`src/tx_frame_pkg.sv`:
```
package tx_frame_pkg;

    // 8b10b control characters carried with the K flag set
    localparam logic [7:0] k28_5_c       = 8'hBC; // comma, event lane
    localparam logic [7:0] k28_2_start_c = 8'h5C; // opens a segment frame
    localparam logic [7:0] k28_1_stop_c  = 8'h3C; // closes the segment payload

    localparam logic [7:0] beacon_c = 8'h7E; // event code, goes out as data char

    localparam int comma_period_c  = 4; // comma on every 4th word
    localparam int beacon_period_c = 7; // beacon on remaining multiples of 7

    localparam int frame_words_def_c = 64; // words per frame, power of two
    localparam int seg_bytes_def_c   = 16; // payload bytes per segment

    // the data lane interleaves dbus bytes (even words) with frame slots
    // (odd words), so a frame has frame_words/2 slots for the segment
    //
    // slot layout
    //   0                 start
    //   1                 segment address
    //   2 .. seg_bytes+1  payload
    //   seg_bytes+2       stop
    //   seg_bytes+3       checksum high
    //   seg_bytes+4       checksum low
    //   rest              zero padding
    //
    // checksum is 0xffff minus the 16 bit sum of address and payload bytes

    typedef enum logic [2:0] {
        fld_dbus,    // even word, distributed bus byte
        fld_start,   // k28.2
        fld_addr,    // active segment number
        fld_data,    // payload byte from the active buffer
        fld_stop,    // k28.1
        fld_csum_hi, // complemented sum, msb first
        fld_csum_lo,
        fld_pad      // zero fill to the end of the frame
    } seg_field_e;

endpackage

```
`src/event_lane_gen.sv`:
```
module event_lane_gen #(
    parameter int FRAME_WORDS = tx_frame_pkg::frame_words_def_c
) (
    input  logic                           tx_clk,
    input  logic                           arst_n_i,
    input  logic                           ready_i,      // link up level
    output logic [$clog2(FRAME_WORDS)-1:0] word_idx_o,   // index of next word out
    output logic                           frame_wrap_o, // next edge sends last word
    output logic [7:0]                     ev_byte_o,
    output logic                           ev_k_o
);

    import tx_frame_pkg::*;

    localparam int IDX_W = $clog2(FRAME_WORDS);

    logic [IDX_W-1:0] cnt_q;     // word counter wrapping at the frame length
    logic             is_comma;  // next word carries the comma
    logic             is_beacon; // next word carries the beacon

    assign is_comma  = (cnt_q % comma_period_c) == 0;
    assign is_beacon = (cnt_q % beacon_period_c) == 0; // comma has priority

    // counter sits at 0 while the link is down, so the first ready edge
    // sends word 0 and moves on to 1
    always_ff @(posedge tx_clk or negedge arst_n_i) begin
        if (!arst_n_i) begin
            cnt_q     <= '0;
            ev_byte_o <= 8'h00;
            ev_k_o    <= 1'b0;
        end else if (!ready_i) begin
            cnt_q     <= '0;    // restart frame on next ready
            ev_byte_o <= 8'h00; // idle lane while down
            ev_k_o    <= 1'b0;
        end else begin
            cnt_q <= cnt_q + 1'b1; // mod FRAME_WORDS
            if (is_comma) begin
                ev_byte_o <= k28_5_c;
                ev_k_o    <= 1'b1;
            end else if (is_beacon) begin
                ev_byte_o <= beacon_c; // sent as a data char without K
                ev_k_o    <= 1'b0;
            end else begin
                ev_byte_o <= 8'h00;
                ev_k_o    <= 1'b0;
            end
        end
    end

    assign word_idx_o = cnt_q;

    // high in the cycle whose edge sends the last word and swaps the buffer
    assign frame_wrap_o = ready_i && (cnt_q == IDX_W'(FRAME_WORDS - 1));

    // K on the event lane only ever flags the comma byte
    comma_k_a : assert property (
        @(posedge tx_clk) disable iff (!arst_n_i)
        ev_k_o |-> (ev_byte_o == k28_5_c)
    ) else $error("event lane K on a byte other than the comma");

endmodule

```
`src/segment_buffer.sv`:
```
module segment_buffer #(
    parameter int SEG_BYTES = tx_frame_pkg::seg_bytes_def_c
) (
    input  logic       tx_clk,
    input  logic       arst_n_i,
    input  logic       ready_i,       // link up level
    input  logic       frame_wrap_i,  // last word of frame goes out next edge
    input  logic       seg_byte_wr_i, // write strobe for a payload byte
    input  logic       seg_num_wr_i,  // write strobe for the segment number
    input  logic [7:0] seg_waddr_i,   // payload byte index
    input  logic [7:0] seg_data_i,
    input  logic [7:0] rd_slot_i,     // payload index from the framer
    output logic [7:0] rd_byte_o,
    output logic [7:0] active_num_o
);

    // index width into the arrays, at least one bit
    localparam int AW = (SEG_BYTES > 1) ? $clog2(SEG_BYTES) : 1;

    logic [7:0]    stg_mem [SEG_BYTES]; // user side, next frame
    logic [7:0]    act_mem [SEG_BYTES]; // framer side, frame in flight
    logic [7:0]    stg_num_q;           // staged segment address
    logic [7:0]    act_num_q;           // address sent in current frame
    logic          load_act;            // staging -> active this edge
    logic          wr_ok;               // byte write inside the array
    logic          rd_ok;               // read index inside the array
    logic [AW-1:0] wr_idx;
    logic [AW-1:0] rd_idx;

    // swap at the frame boundary, and keep tracking staging while down
    // so a restart sends the latest segment
    assign load_act = frame_wrap_i || !ready_i;

    assign wr_ok  = seg_byte_wr_i && (seg_waddr_i < SEG_BYTES);
    assign rd_ok  = rd_slot_i < SEG_BYTES;
    assign wr_idx = seg_waddr_i[AW-1:0];
    assign rd_idx = rd_slot_i[AW-1:0];

    always_ff @(posedge tx_clk) begin
        if (wr_ok) begin
            stg_mem[wr_idx] <= seg_data_i;
        end
        if (load_act) begin
            act_mem <= stg_mem; // takes staging before this edge's write
        end
    end

    always_ff @(posedge tx_clk or negedge arst_n_i) begin
        if (!arst_n_i) begin
            stg_num_q <= 8'h00;
            act_num_q <= 8'h00;
        end else begin
            if (seg_num_wr_i) begin
                stg_num_q <= seg_data_i;
            end
            if (load_act) begin
                act_num_q <= stg_num_q; // same swap as the payload
            end
        end
    end

    // combinational read, the framer registers the byte
    assign rd_byte_o    = rd_ok ? act_mem[rd_idx] : 8'h00;
    assign active_num_o = act_num_q;

    waddr_range_a : assert property (
        @(posedge tx_clk) disable iff (!arst_n_i)
        seg_byte_wr_i |-> (seg_waddr_i < SEG_BYTES)
    ) else $error("segment byte write beyond SEG_BYTES");

endmodule

```
`src/segment_framer.sv`:
```
module segment_framer #(
    parameter int FRAME_WORDS = tx_frame_pkg::frame_words_def_c,
    parameter int SEG_BYTES   = tx_frame_pkg::seg_bytes_def_c
) (
    input  logic                           tx_clk,
    input  logic                           arst_n_i,
    input  logic                           ready_i,      // link up level
    input  logic [$clog2(FRAME_WORDS)-1:0] word_idx_i,   // index of next word out
    input  logic [7:0]                     dbus_i,       // distributed bus byte
    input  logic [7:0]                     rd_byte_i,    // payload byte at rd_slot_o
    input  logic [7:0]                     active_num_i, // segment address in flight
    output logic [7:0]                     rd_slot_o,    // payload index to the buffer
    output logic [7:0]                     data_byte_o,
    output logic                           data_k_o
);

    import tx_frame_pkg::*;

    localparam int IDX_W  = $clog2(FRAME_WORDS);
    localparam int SLOT_W = IDX_W - 1; // FRAME_WORDS/2 slots per frame

    logic [SLOT_W-1:0] slot;     // data-lane slot of the next word
    seg_field_e        fld;      // what the next word carries
    logic [15:0]       csum_q;   // running sum of address and payload
    logic [7:0]        nxt_byte; // data lane before the output register
    logic              nxt_k;

    assign slot = word_idx_i[IDX_W-1:1];

    // payload starts at slot 2, slots 0 and 1 give junk that goes unused
    assign rd_slot_o = 8'(slot - SLOT_W'(2));

    always_comb begin
        if (!word_idx_i[0]) begin
            fld = fld_dbus; // even words belong to the bus
        end else if (slot == 0) begin
            fld = fld_start;
        end else if (slot == 1) begin
            fld = fld_addr;
        end else if (slot <= SEG_BYTES + 1) begin
            fld = fld_data;
        end else if (slot == SEG_BYTES + 2) begin
            fld = fld_stop;
        end else if (slot == SEG_BYTES + 3) begin
            fld = fld_csum_hi;
        end else if (slot == SEG_BYTES + 4) begin
            fld = fld_csum_lo;
        end else begin
            fld = fld_pad;
        end
    end

    always_comb begin
        nxt_byte = 8'h00;
        nxt_k    = 1'b0;
        case (fld)
            fld_dbus: begin
                nxt_byte = dbus_i; // sampled at the sending edge
            end
            fld_start: begin
                nxt_byte = k28_2_start_c;
                nxt_k    = 1'b1;
            end
            fld_addr: begin
                nxt_byte = active_num_i;
            end
            fld_data: begin
                nxt_byte = rd_byte_i;
            end
            fld_stop: begin
                nxt_byte = k28_1_stop_c;
                nxt_k    = 1'b1;
            end
            fld_csum_hi: begin
                nxt_byte = ~csum_q[15:8]; // 0xffff - sum, high first
            end
            fld_csum_lo: begin
                nxt_byte = ~csum_q[7:0];
            end
            default: begin
                nxt_byte = 8'h00; // padding
            end
        endcase
    end

    // the last payload add lands on the edge before stop, so the sum is
    // complete by the time the checksum slots are selected
    always_ff @(posedge tx_clk or negedge arst_n_i) begin
        if (!arst_n_i) begin
            data_byte_o <= 8'h00;
            data_k_o    <= 1'b0;
            csum_q      <= 16'h0000;
        end else if (!ready_i) begin
            data_byte_o <= 8'h00; // idle lane while down
            data_k_o    <= 1'b0;
        end else begin
            data_byte_o <= nxt_byte;
            data_k_o    <= nxt_k;
            case (fld)
                fld_start: csum_q <= 16'h0000; // new frame
                fld_addr:  csum_q <= csum_q + {8'h00, active_num_i};
                fld_data:  csum_q <= csum_q + {8'h00, rd_byte_i};
                default:   csum_q <= csum_q;
            endcase
        end
    end

    // a payload or checksum byte that happens to match a K code must
    // still leave as data on the following edge
    payload_no_k_a : assert property (
        @(posedge tx_clk) disable iff (!arst_n_i)
        (ready_i && (fld inside {fld_data, fld_csum_hi, fld_csum_lo})) |=> !data_k_o
    ) else $error("K flag set on a payload or checksum byte");

endmodule

```
`src/tx_frame_gen.sv`:
```
module tx_frame_gen #(
    parameter int FRAME_WORDS = tx_frame_pkg::frame_words_def_c,
    parameter int SEG_BYTES   = tx_frame_pkg::seg_bytes_def_c
) (
    input  logic        tx_clk,
    input  logic        arst_n_i,
    input  logic        ready_i,       // tx reset done from the transceiver
    input  logic [7:0]  dbus_i,        // distributed bus byte
    input  logic        seg_byte_wr_i, // staging payload write
    input  logic        seg_num_wr_i,  // staging segment number write
    input  logic [7:0]  seg_waddr_i,
    input  logic [7:0]  seg_data_i,
    output logic [15:0] tx_data_o,     // event lane high, data lane low
    output logic [1:0]  tx_is_k_o      // K flags in the same lane order
);

    localparam int IDX_W = $clog2(FRAME_WORDS);

    logic [IDX_W-1:0] word_idx;   // index of the next word out
    logic             frame_wrap; // buffer swap point
    logic [7:0]       rd_slot;
    logic [7:0]       rd_byte;
    logic [7:0]       active_num;
    logic [7:0]       ev_byte;
    logic             ev_k;
    logic [7:0]       data_byte;
    logic             data_k;

    // frame must be a power of two and hold the whole segment frame
    if (((FRAME_WORDS & (FRAME_WORDS - 1)) != 0) || (SEG_BYTES + 5 > FRAME_WORDS / 2))
    begin : g_size_check
        $error("FRAME_WORDS or SEG_BYTES out of range");
    end

    event_lane_gen #(.FRAME_WORDS(FRAME_WORDS)) event_lane_gen_i (
        .tx_clk       (tx_clk),
        .arst_n_i     (arst_n_i),
        .ready_i      (ready_i),
        .word_idx_o   (word_idx),
        .frame_wrap_o (frame_wrap),
        .ev_byte_o    (ev_byte),
        .ev_k_o       (ev_k)
    );

    segment_buffer #(.SEG_BYTES(SEG_BYTES)) segment_buffer_i (
        .tx_clk        (tx_clk),
        .arst_n_i      (arst_n_i),
        .ready_i       (ready_i),
        .frame_wrap_i  (frame_wrap),
        .seg_byte_wr_i (seg_byte_wr_i),
        .seg_num_wr_i  (seg_num_wr_i),
        .seg_waddr_i   (seg_waddr_i),
        .seg_data_i    (seg_data_i),
        .rd_slot_i     (rd_slot),
        .rd_byte_o     (rd_byte),
        .active_num_o  (active_num)
    );

    segment_framer #(.FRAME_WORDS(FRAME_WORDS), .SEG_BYTES(SEG_BYTES)) segment_framer_i (
        .tx_clk       (tx_clk),
        .arst_n_i     (arst_n_i),
        .ready_i      (ready_i),
        .word_idx_i   (word_idx),
        .dbus_i       (dbus_i),
        .rd_byte_i    (rd_byte),
        .active_num_i (active_num),
        .rd_slot_o    (rd_slot),
        .data_byte_o  (data_byte),
        .data_k_o     (data_k)
    );

    assign tx_data_o = {ev_byte, data_byte}; // both lanes registered
    assign tx_is_k_o = {ev_k, data_k};

endmodule

```
`config.mk`:
```
export PLATFORM = sky130hd
export DESIGN_NAME = tx_frame_gen
export DESIGN_NICKNAME = d
export VERILOG_FILES = /design/src/tx_frame_pkg.sv /design/src/event_lane_gen.sv /design/src/segment_buffer.sv /design/src/segment_framer.sv /design/src/tx_frame_gen.sv
export SDC_FILE = /design/constraint.sdc
export NUM_CORES = 1
export LEC_CHECK = 0
export BUFFER_PORTS_ARGS = -buffer_cell sky130_fd_sc_hd__buf_2
export CAP_MARGIN = 10
export CORE_MARGIN = 3
export CORE_UTILIZATION = 55
export DETAILED_ROUTE_END_ITERATION = 16
export HOLD_SLACK_MARGIN = 0.02
export PLACE_DENSITY = 0.69
export SYNTH_ARGS = -nofsm -noshare
export SYNTH_HDL_FRONTEND = slang
export SYNTH_SLANG_ARGS = --single-unit
```
`constraint.sdc`:
```
create_clock -name tx_clk -period 10.9 [get_ports tx_clk]
set_input_delay 1.09 -clock tx_clk [delete_from_list [all_inputs] [get_ports tx_clk]]
set_output_delay 1.09 -clock tx_clk [all_outputs]
set_load 0.01 [all_outputs]
```
==> impl_metrics.xml <==
<?xml version="1.0" encoding="UTF-8"?>
<metrics>
  <group name="status">
    <metric name="status" unit="">completed</metric>
  </group>
  <group name="clock_tree">
    <metric name="cts_max_level" unit="">1</metric>
    <metric name="clk_root_buffer_cell" unit="">sky130_fd_sc_hd__clkbuf_16</metric>
    <metric name="ctsResizeCount" unit="">0</metric>
    <metric name="number_of_buffers_added_by_the_clock_tree_synthesis_step" unit="">29</metric>
    <metric name="cts_post_setup_buffers_inserted" unit="">0</metric>
    <metric name="clk-insertion-delay-late" unit="ns">0.55</metric>
    <metric name="cts_buffer_depth" unit="">3</metric>
    <metric name="cts_num_sinks" unit="">306</metric>
    <metric name="cts_tree" unit="">done</metric>
    <metric name="clock_pin_slew_of_the_registers_on_the_worst_case_setup_and_hold_paths" unit="ns">0.06</metric>
    <metric name="cts-hold-fix-buffers" unit="">0</metric>
  </group>
  <group name="job">
    <metric name="drv_cap" unit="">0</metric>
  </group>
  <group name="place">
    <metric name="hpwlAfterDp" unit="um">15000</metric>
    <metric name="gpl.final_weighted_congestion" unit="">0.932</metric>
    <metric name="numPortBuffers" unit="">45</metric>
  </group>
  <group name="sta">
    <metric name="finClkSkew" unit="ns">0.0118</metric>
    <metric name="drv_slew" unit="">0</metric>
    <metric name="max_freq" unit="MHz">187</metric>
    <metric name="timing.final.crit_share" unit="%">49.0</metric>
    <metric name="final_period_minus_worst_setup_slack" unit="ns">5.34</metric>
    <metric name="rsz_0062_raised_after_global_routing" unit="">no</metric>
    <metric name="setup-violations-final" unit="">0</metric>
    <metric name="timing.slew.headroom" unit="%">25.7</metric>
    <metric name="totalNegativeSetupSlack" unit="ns">0</metric>
    <metric name="timing_hold_violations_final" unit="">0</metric>
    <metric name="max_slew.worst_pin.slew" unit="ns">1.11</metric>
  </group>
  <group name="cells_and_area">
    <metric name="layout_commonest_cell" unit="">sky130_fd_sc_hd__edfxtp_1</metric>
    <metric name="final_layout_size_suffix_gt1_share" unit="%">21.8</metric>
    <metric name="mostFrequentLayoutCells" unit="">256 x sky130_fd_sc_hd__edfxtp_1, 48 x sky130_fd_sc_hd__nor2_1, 48 x sky130_fd_sc_hd__dfrtp_1, 45 x sky130_fd_sc_hd__buf_2, 38 x sky130_fd_sc_hd__mux4_2</metric>
    <metric name="finish.utilization" unit="%">63.0</metric>
    <metric name="num-nets-final" unit="">827</metric>
    <metric name="synthToLayoutAreaGrowth" unit="%">12.0</metric>
    <metric name="n_antenna_cell" unit="">0</metric>
  </group>
  <group name="synth">
    <metric name="synthDistinctLibCells" unit="">80</metric>
    <metric name="yosysWarningCount" unit="">0</metric>
    <metric name="postSynthCellCount" unit="">726</metric>
    <metric name="postSynth.topFlopCell" unit="">sky130_fd_sc_hd__edfxtp_1</metric>
    <metric name="synth-seq-cells" unit="">306</metric>
    <metric name="synth.net_count" unit="">774</metric>
    <metric name="post_synth_instance_area" unit="um^2">12300</metric>
    <metric name="synth-async-reset-ratio" unit="%">16.3</metric>
    <metric name="yosysSeqAreaShare" unit="%">72.5</metric>
    <metric name="avgSynthCellArea" unit="um^2">17.0</metric>
    <metric name="synth_edf_count" unit="">256</metric>
  </group>
  <group name="setup_path">
    <metric name="crit_path_max_fanout" unit="">50</metric>
    <metric name="setup.worst_path.end_class" unit="">flop</metric>
    <metric name="worst-endpoint-required" unit="ns">11.38</metric>
    <metric name="timing.critical_path.from_type" unit="">flop</metric>
    <metric name="timing_worst_setup_path_type" unit="">flop to flop</metric>
    <metric name="critical_path_arrival" unit="ns">5.82</metric>
  </group>
  <group name="die">
    <metric name="placementRows" unit="">54</metric>
    <metric name="core_area" unit="um^2">21900</metric>
    <metric name="fp.dieArea" unit="um^2">24200</metric>
    <metric name="num_io_pins" unit="">47</metric>
    <metric name="die_width" unit="um">156</metric>
    <metric name="overall_die_height" unit="um">156</metric>
    <metric name="initial_core_util" unit="%">56.3</metric>
  </group>
  <group name="global_routing">
    <metric name="first_pass_grt_wire_length" unit="um">36300</metric>
    <metric name="grt_pass1_vias" unit="">6549</metric>
    <metric name="grt-ovfl-total" unit="">0</metric>
    <metric name="antenna_found_initial" unit="">0</metric>
    <metric name="grt_start_max_net_pins" unit="">88</metric>
    <metric name="grt_usage" unit="%">19.3</metric>
  </group>
  <group name="routing">
    <metric name="drc_errors" unit="">0</metric>
    <metric name="dr.pass1.iters" unit="">5</metric>
    <metric name="final_routed_wirelength_across_all_metal_layers" unit="um">22900</metric>
    <metric name="vias" unit="">6390</metric>
    <metric name="viasPerCell" unit="">5.91</metric>
    <metric name="post_drt_wl_per_cell" unit="um">21.2</metric>
    <metric name="final_antenna_net_count" unit="">0</metric>
    <metric name="dr.first_iter.drc_count" unit="">405</metric>
  </group>
  <group name="power">
    <metric name="relative_contribution_of_the_clock_network_to_total_power" unit="%">40.2</metric>
    <metric name="vdd.ir_drop.worst" unit="V">0.000152</metric>
    <metric name="power_leakage" unit="nW">4.89</metric>
    <metric name="part_of_the_total_power_dissipated_in_combinational_logic" unit="%">8.2</metric>
    <metric name="power.switching" unit="W">0.000556</metric>
    <metric name="power.internal" unit="W">0.00204</metric>
    <metric name="portion_of_total_power_attributed_to_sequential_cells" unit="%">51.7</metric>
    <metric name="power.density_cell_area" unit="nW/um^2">188</metric>
    <metric name="p_sw_share" unit="%">21.4</metric>
  </group>
  <group name="worst_hold_path">
    <metric name="hp-class" unit="">flop to flop</metric>
  </group>
</metrics>
## cell families (layout without fill, tap and decap cells)
kind of cell,count (synthesis),count (layout),share of synthesized area (%)
compound gates,111,111,6.37
xor+xnor,15,15,1.07
fa+ha+maj,20,20,2.08
buf+inv,50,126,2.15
flops,306,306,72.5
mux,58,58,9.03
other cells,1,1,0.0304
simple gates,165,165,6.74
## cells in the mapped netlist, types with 4 or more instances
cell type                     n  area [um^2]
sky130_fd_sc_hd__a21o_1      10         75.1
sky130_fd_sc_hd__a21oi_1     21          105
sky130_fd_sc_hd__a31oi_1      4         25.0
sky130_fd_sc_hd__and2_1       7         43.8
sky130_fd_sc_hd__and3_1       4         25.0
sky130_fd_sc_hd__buf_2        8         40.0
sky130_fd_sc_hd__buf_4       12         90.1
sky130_fd_sc_hd__clkbuf_1     7         26.3
sky130_fd_sc_hd__dfrtp_1     50         1250
sky130_fd_sc_hd__edfxtp_1   256         7690
sky130_fd_sc_hd__ha_1        18          225
sky130_fd_sc_hd__inv_1       15         56.3
sky130_fd_sc_hd__mux2_2      15          169
sky130_fd_sc_hd__mux4_2      38          856
sky130_fd_sc_hd__nand2_1     35          131
sky130_fd_sc_hd__nand3_1     13         65.1
sky130_fd_sc_hd__nand4_1      4         25.0
sky130_fd_sc_hd__nor2_1      48          180
sky130_fd_sc_hd__nor2b_1     11         68.8
sky130_fd_sc_hd__nor3_1      14         70.1
sky130_fd_sc_hd__nor4_1       5         31.3
sky130_fd_sc_hd__o2111ai_1    5         43.8
sky130_fd_sc_hd__o211ai_1     5         37.5
sky130_fd_sc_hd__o21ai_0     26          130
sky130_fd_sc_hd__or3_1        4         25.0
sky130_fd_sc_hd__xnor2_1      7         61.3
sky130_fd_sc_hd__xor2_1       8         70.1
## sequential cells by signal, indices dropped and copies added, names as in the netlist
name                           cells
event_lane_gen_i.word_idx_o        6
segment_framer_i.data_byte_o       8
segment_buffer_i.stg_num_q         8
segment_buffer_i.active_num_o      8
segment_buffer_i.act_mem         128
segment_buffer_i.stg_mem         128
segment_framer_i.data_k_o          1
segment_framer_i.csum_q           16
event_lane_gen_i.ev_byte_o         3
## stage by stage
step / hold slack [ns] / instance area (um^2) / instances / setup slack, ns / power (W)
after detailed placement: 0.405 / 12800 / 1028 / 5.58 / 0.00158
after CTS: 0.419 / 13800 / 1082 / 5.56 / 0.00262
final: 0.413 / 13800 / 1082 / 5.56 / 0.00259
after floorplan: 0.400 / 12300 / 726 / 3.18 / 0.00151
after global placement: 0.400 / 12800 / 1028 / 5.80 / 0.00157
after global routing: 0.423 / 13800 / 1082 / 5.07 / 0.00269
## worst paths after layout
check | slack [ns] | start | cells after the start | to
setup / recovery | 5.56 | event_lane_gen_i.word_idx_o[2] | 19 | segment_framer_i.csum_q[15]
hold / removal | 0.41 | segment_buffer_i.stg_mem[84] | 0 | segment_buffer_i.act_mem[84]
setup reg to reg | 5.56 | event_lane_gen_i.word_idx_o[2] | 19 | segment_framer_i.csum_q[15]
hold reg to reg | 0.41 | segment_buffer_i.stg_mem[84] | 0 | segment_buffer_i.act_mem[84]
max in group asynchronous | 9.79 | arst_n_i | 2 | event_lane_gen_i.word_idx_o[1]
min in group asynchronous | 0.64 | arst_n_i | 2 | event_lane_gen_i.word_idx_o[3]
## power by group through the flow
stage / logic [W] / registers [W] / clock network, W
3_3_place_gp: 0.000210 / 0.00136 / 0
5_1_grt: 0.000236 / 0.00135 / 0.00111
4_1_cts: 0.000215 / 0.00134 / 0.00106
2_1_floorplan: 0.000155 / 0.00136 / 0
6_report: 0.000212 / 0.00134 / 0.00104
3_5_place_dp: 0.000214 / 0.00136 / 0
## area by class of cell
| cell class | instances | area, um^2 |
|---|---|---|
| Clock buffer | 30 | 729 |
| Clock inverter | 24 | 282 |
| Fill cell | 1531 | 8090 |
| Inverter | 17 | 63.8 |
| Multi-Input combinational cell | 370 | 3130 |
| Sequential cell | 306 | 8940 |
| Tap cell | 280 | 350 |
| Timing Repair Buffer | 55 | 300 |
## routing by layer
layer / track usage [%] / wire length [um] / vias up
li1: - / - / 2938
met1: 27.2 / 9950 / 3180
met2: 31.7 / 11100 / 226
met3: 3.05 / 1270 / 46
met4: 5.59 / 590 / 0
met5: 0 / 0 / -
## worst max-delay path, stage by stage, from the launching register on
cell and delay [ns]:
sky130_fd_sc_hd__dfrtp_2 0.34, sky130_fd_sc_hd__buf_4 0.55, sky130_fd_sc_hd__inv_2 0.23, sky130_fd_sc_hd__ha_1 0.32, sky130_fd_sc_hd__nor2b_1 0.16, sky130_fd_sc_hd__a211oi_1 0.42, sky130_fd_sc_hd__o21ai_4 0.29, sky130_fd_sc_hd__nand4b_2 0.30
sky130_fd_sc_hd__a221o_1 0.35, sky130_fd_sc_hd__nor2b_1 0.12, sky130_fd_sc_hd__a21o_1 0.18, sky130_fd_sc_hd__ha_1 0.28, sky130_fd_sc_hd__a21o_1 0.11, sky130_fd_sc_hd__a21oi_1 0.08, sky130_fd_sc_hd__o21ai_0 0.19, sky130_fd_sc_hd__a21oi_1 0.12
sky130_fd_sc_hd__o21ai_0 0.25, sky130_fd_sc_hd__a41oi_1 0.32, sky130_fd_sc_hd__or4_1 0.57, sky130_fd_sc_hd__nand3_1 0.09
Note: power is estimated with default switching activity, not from simulation.
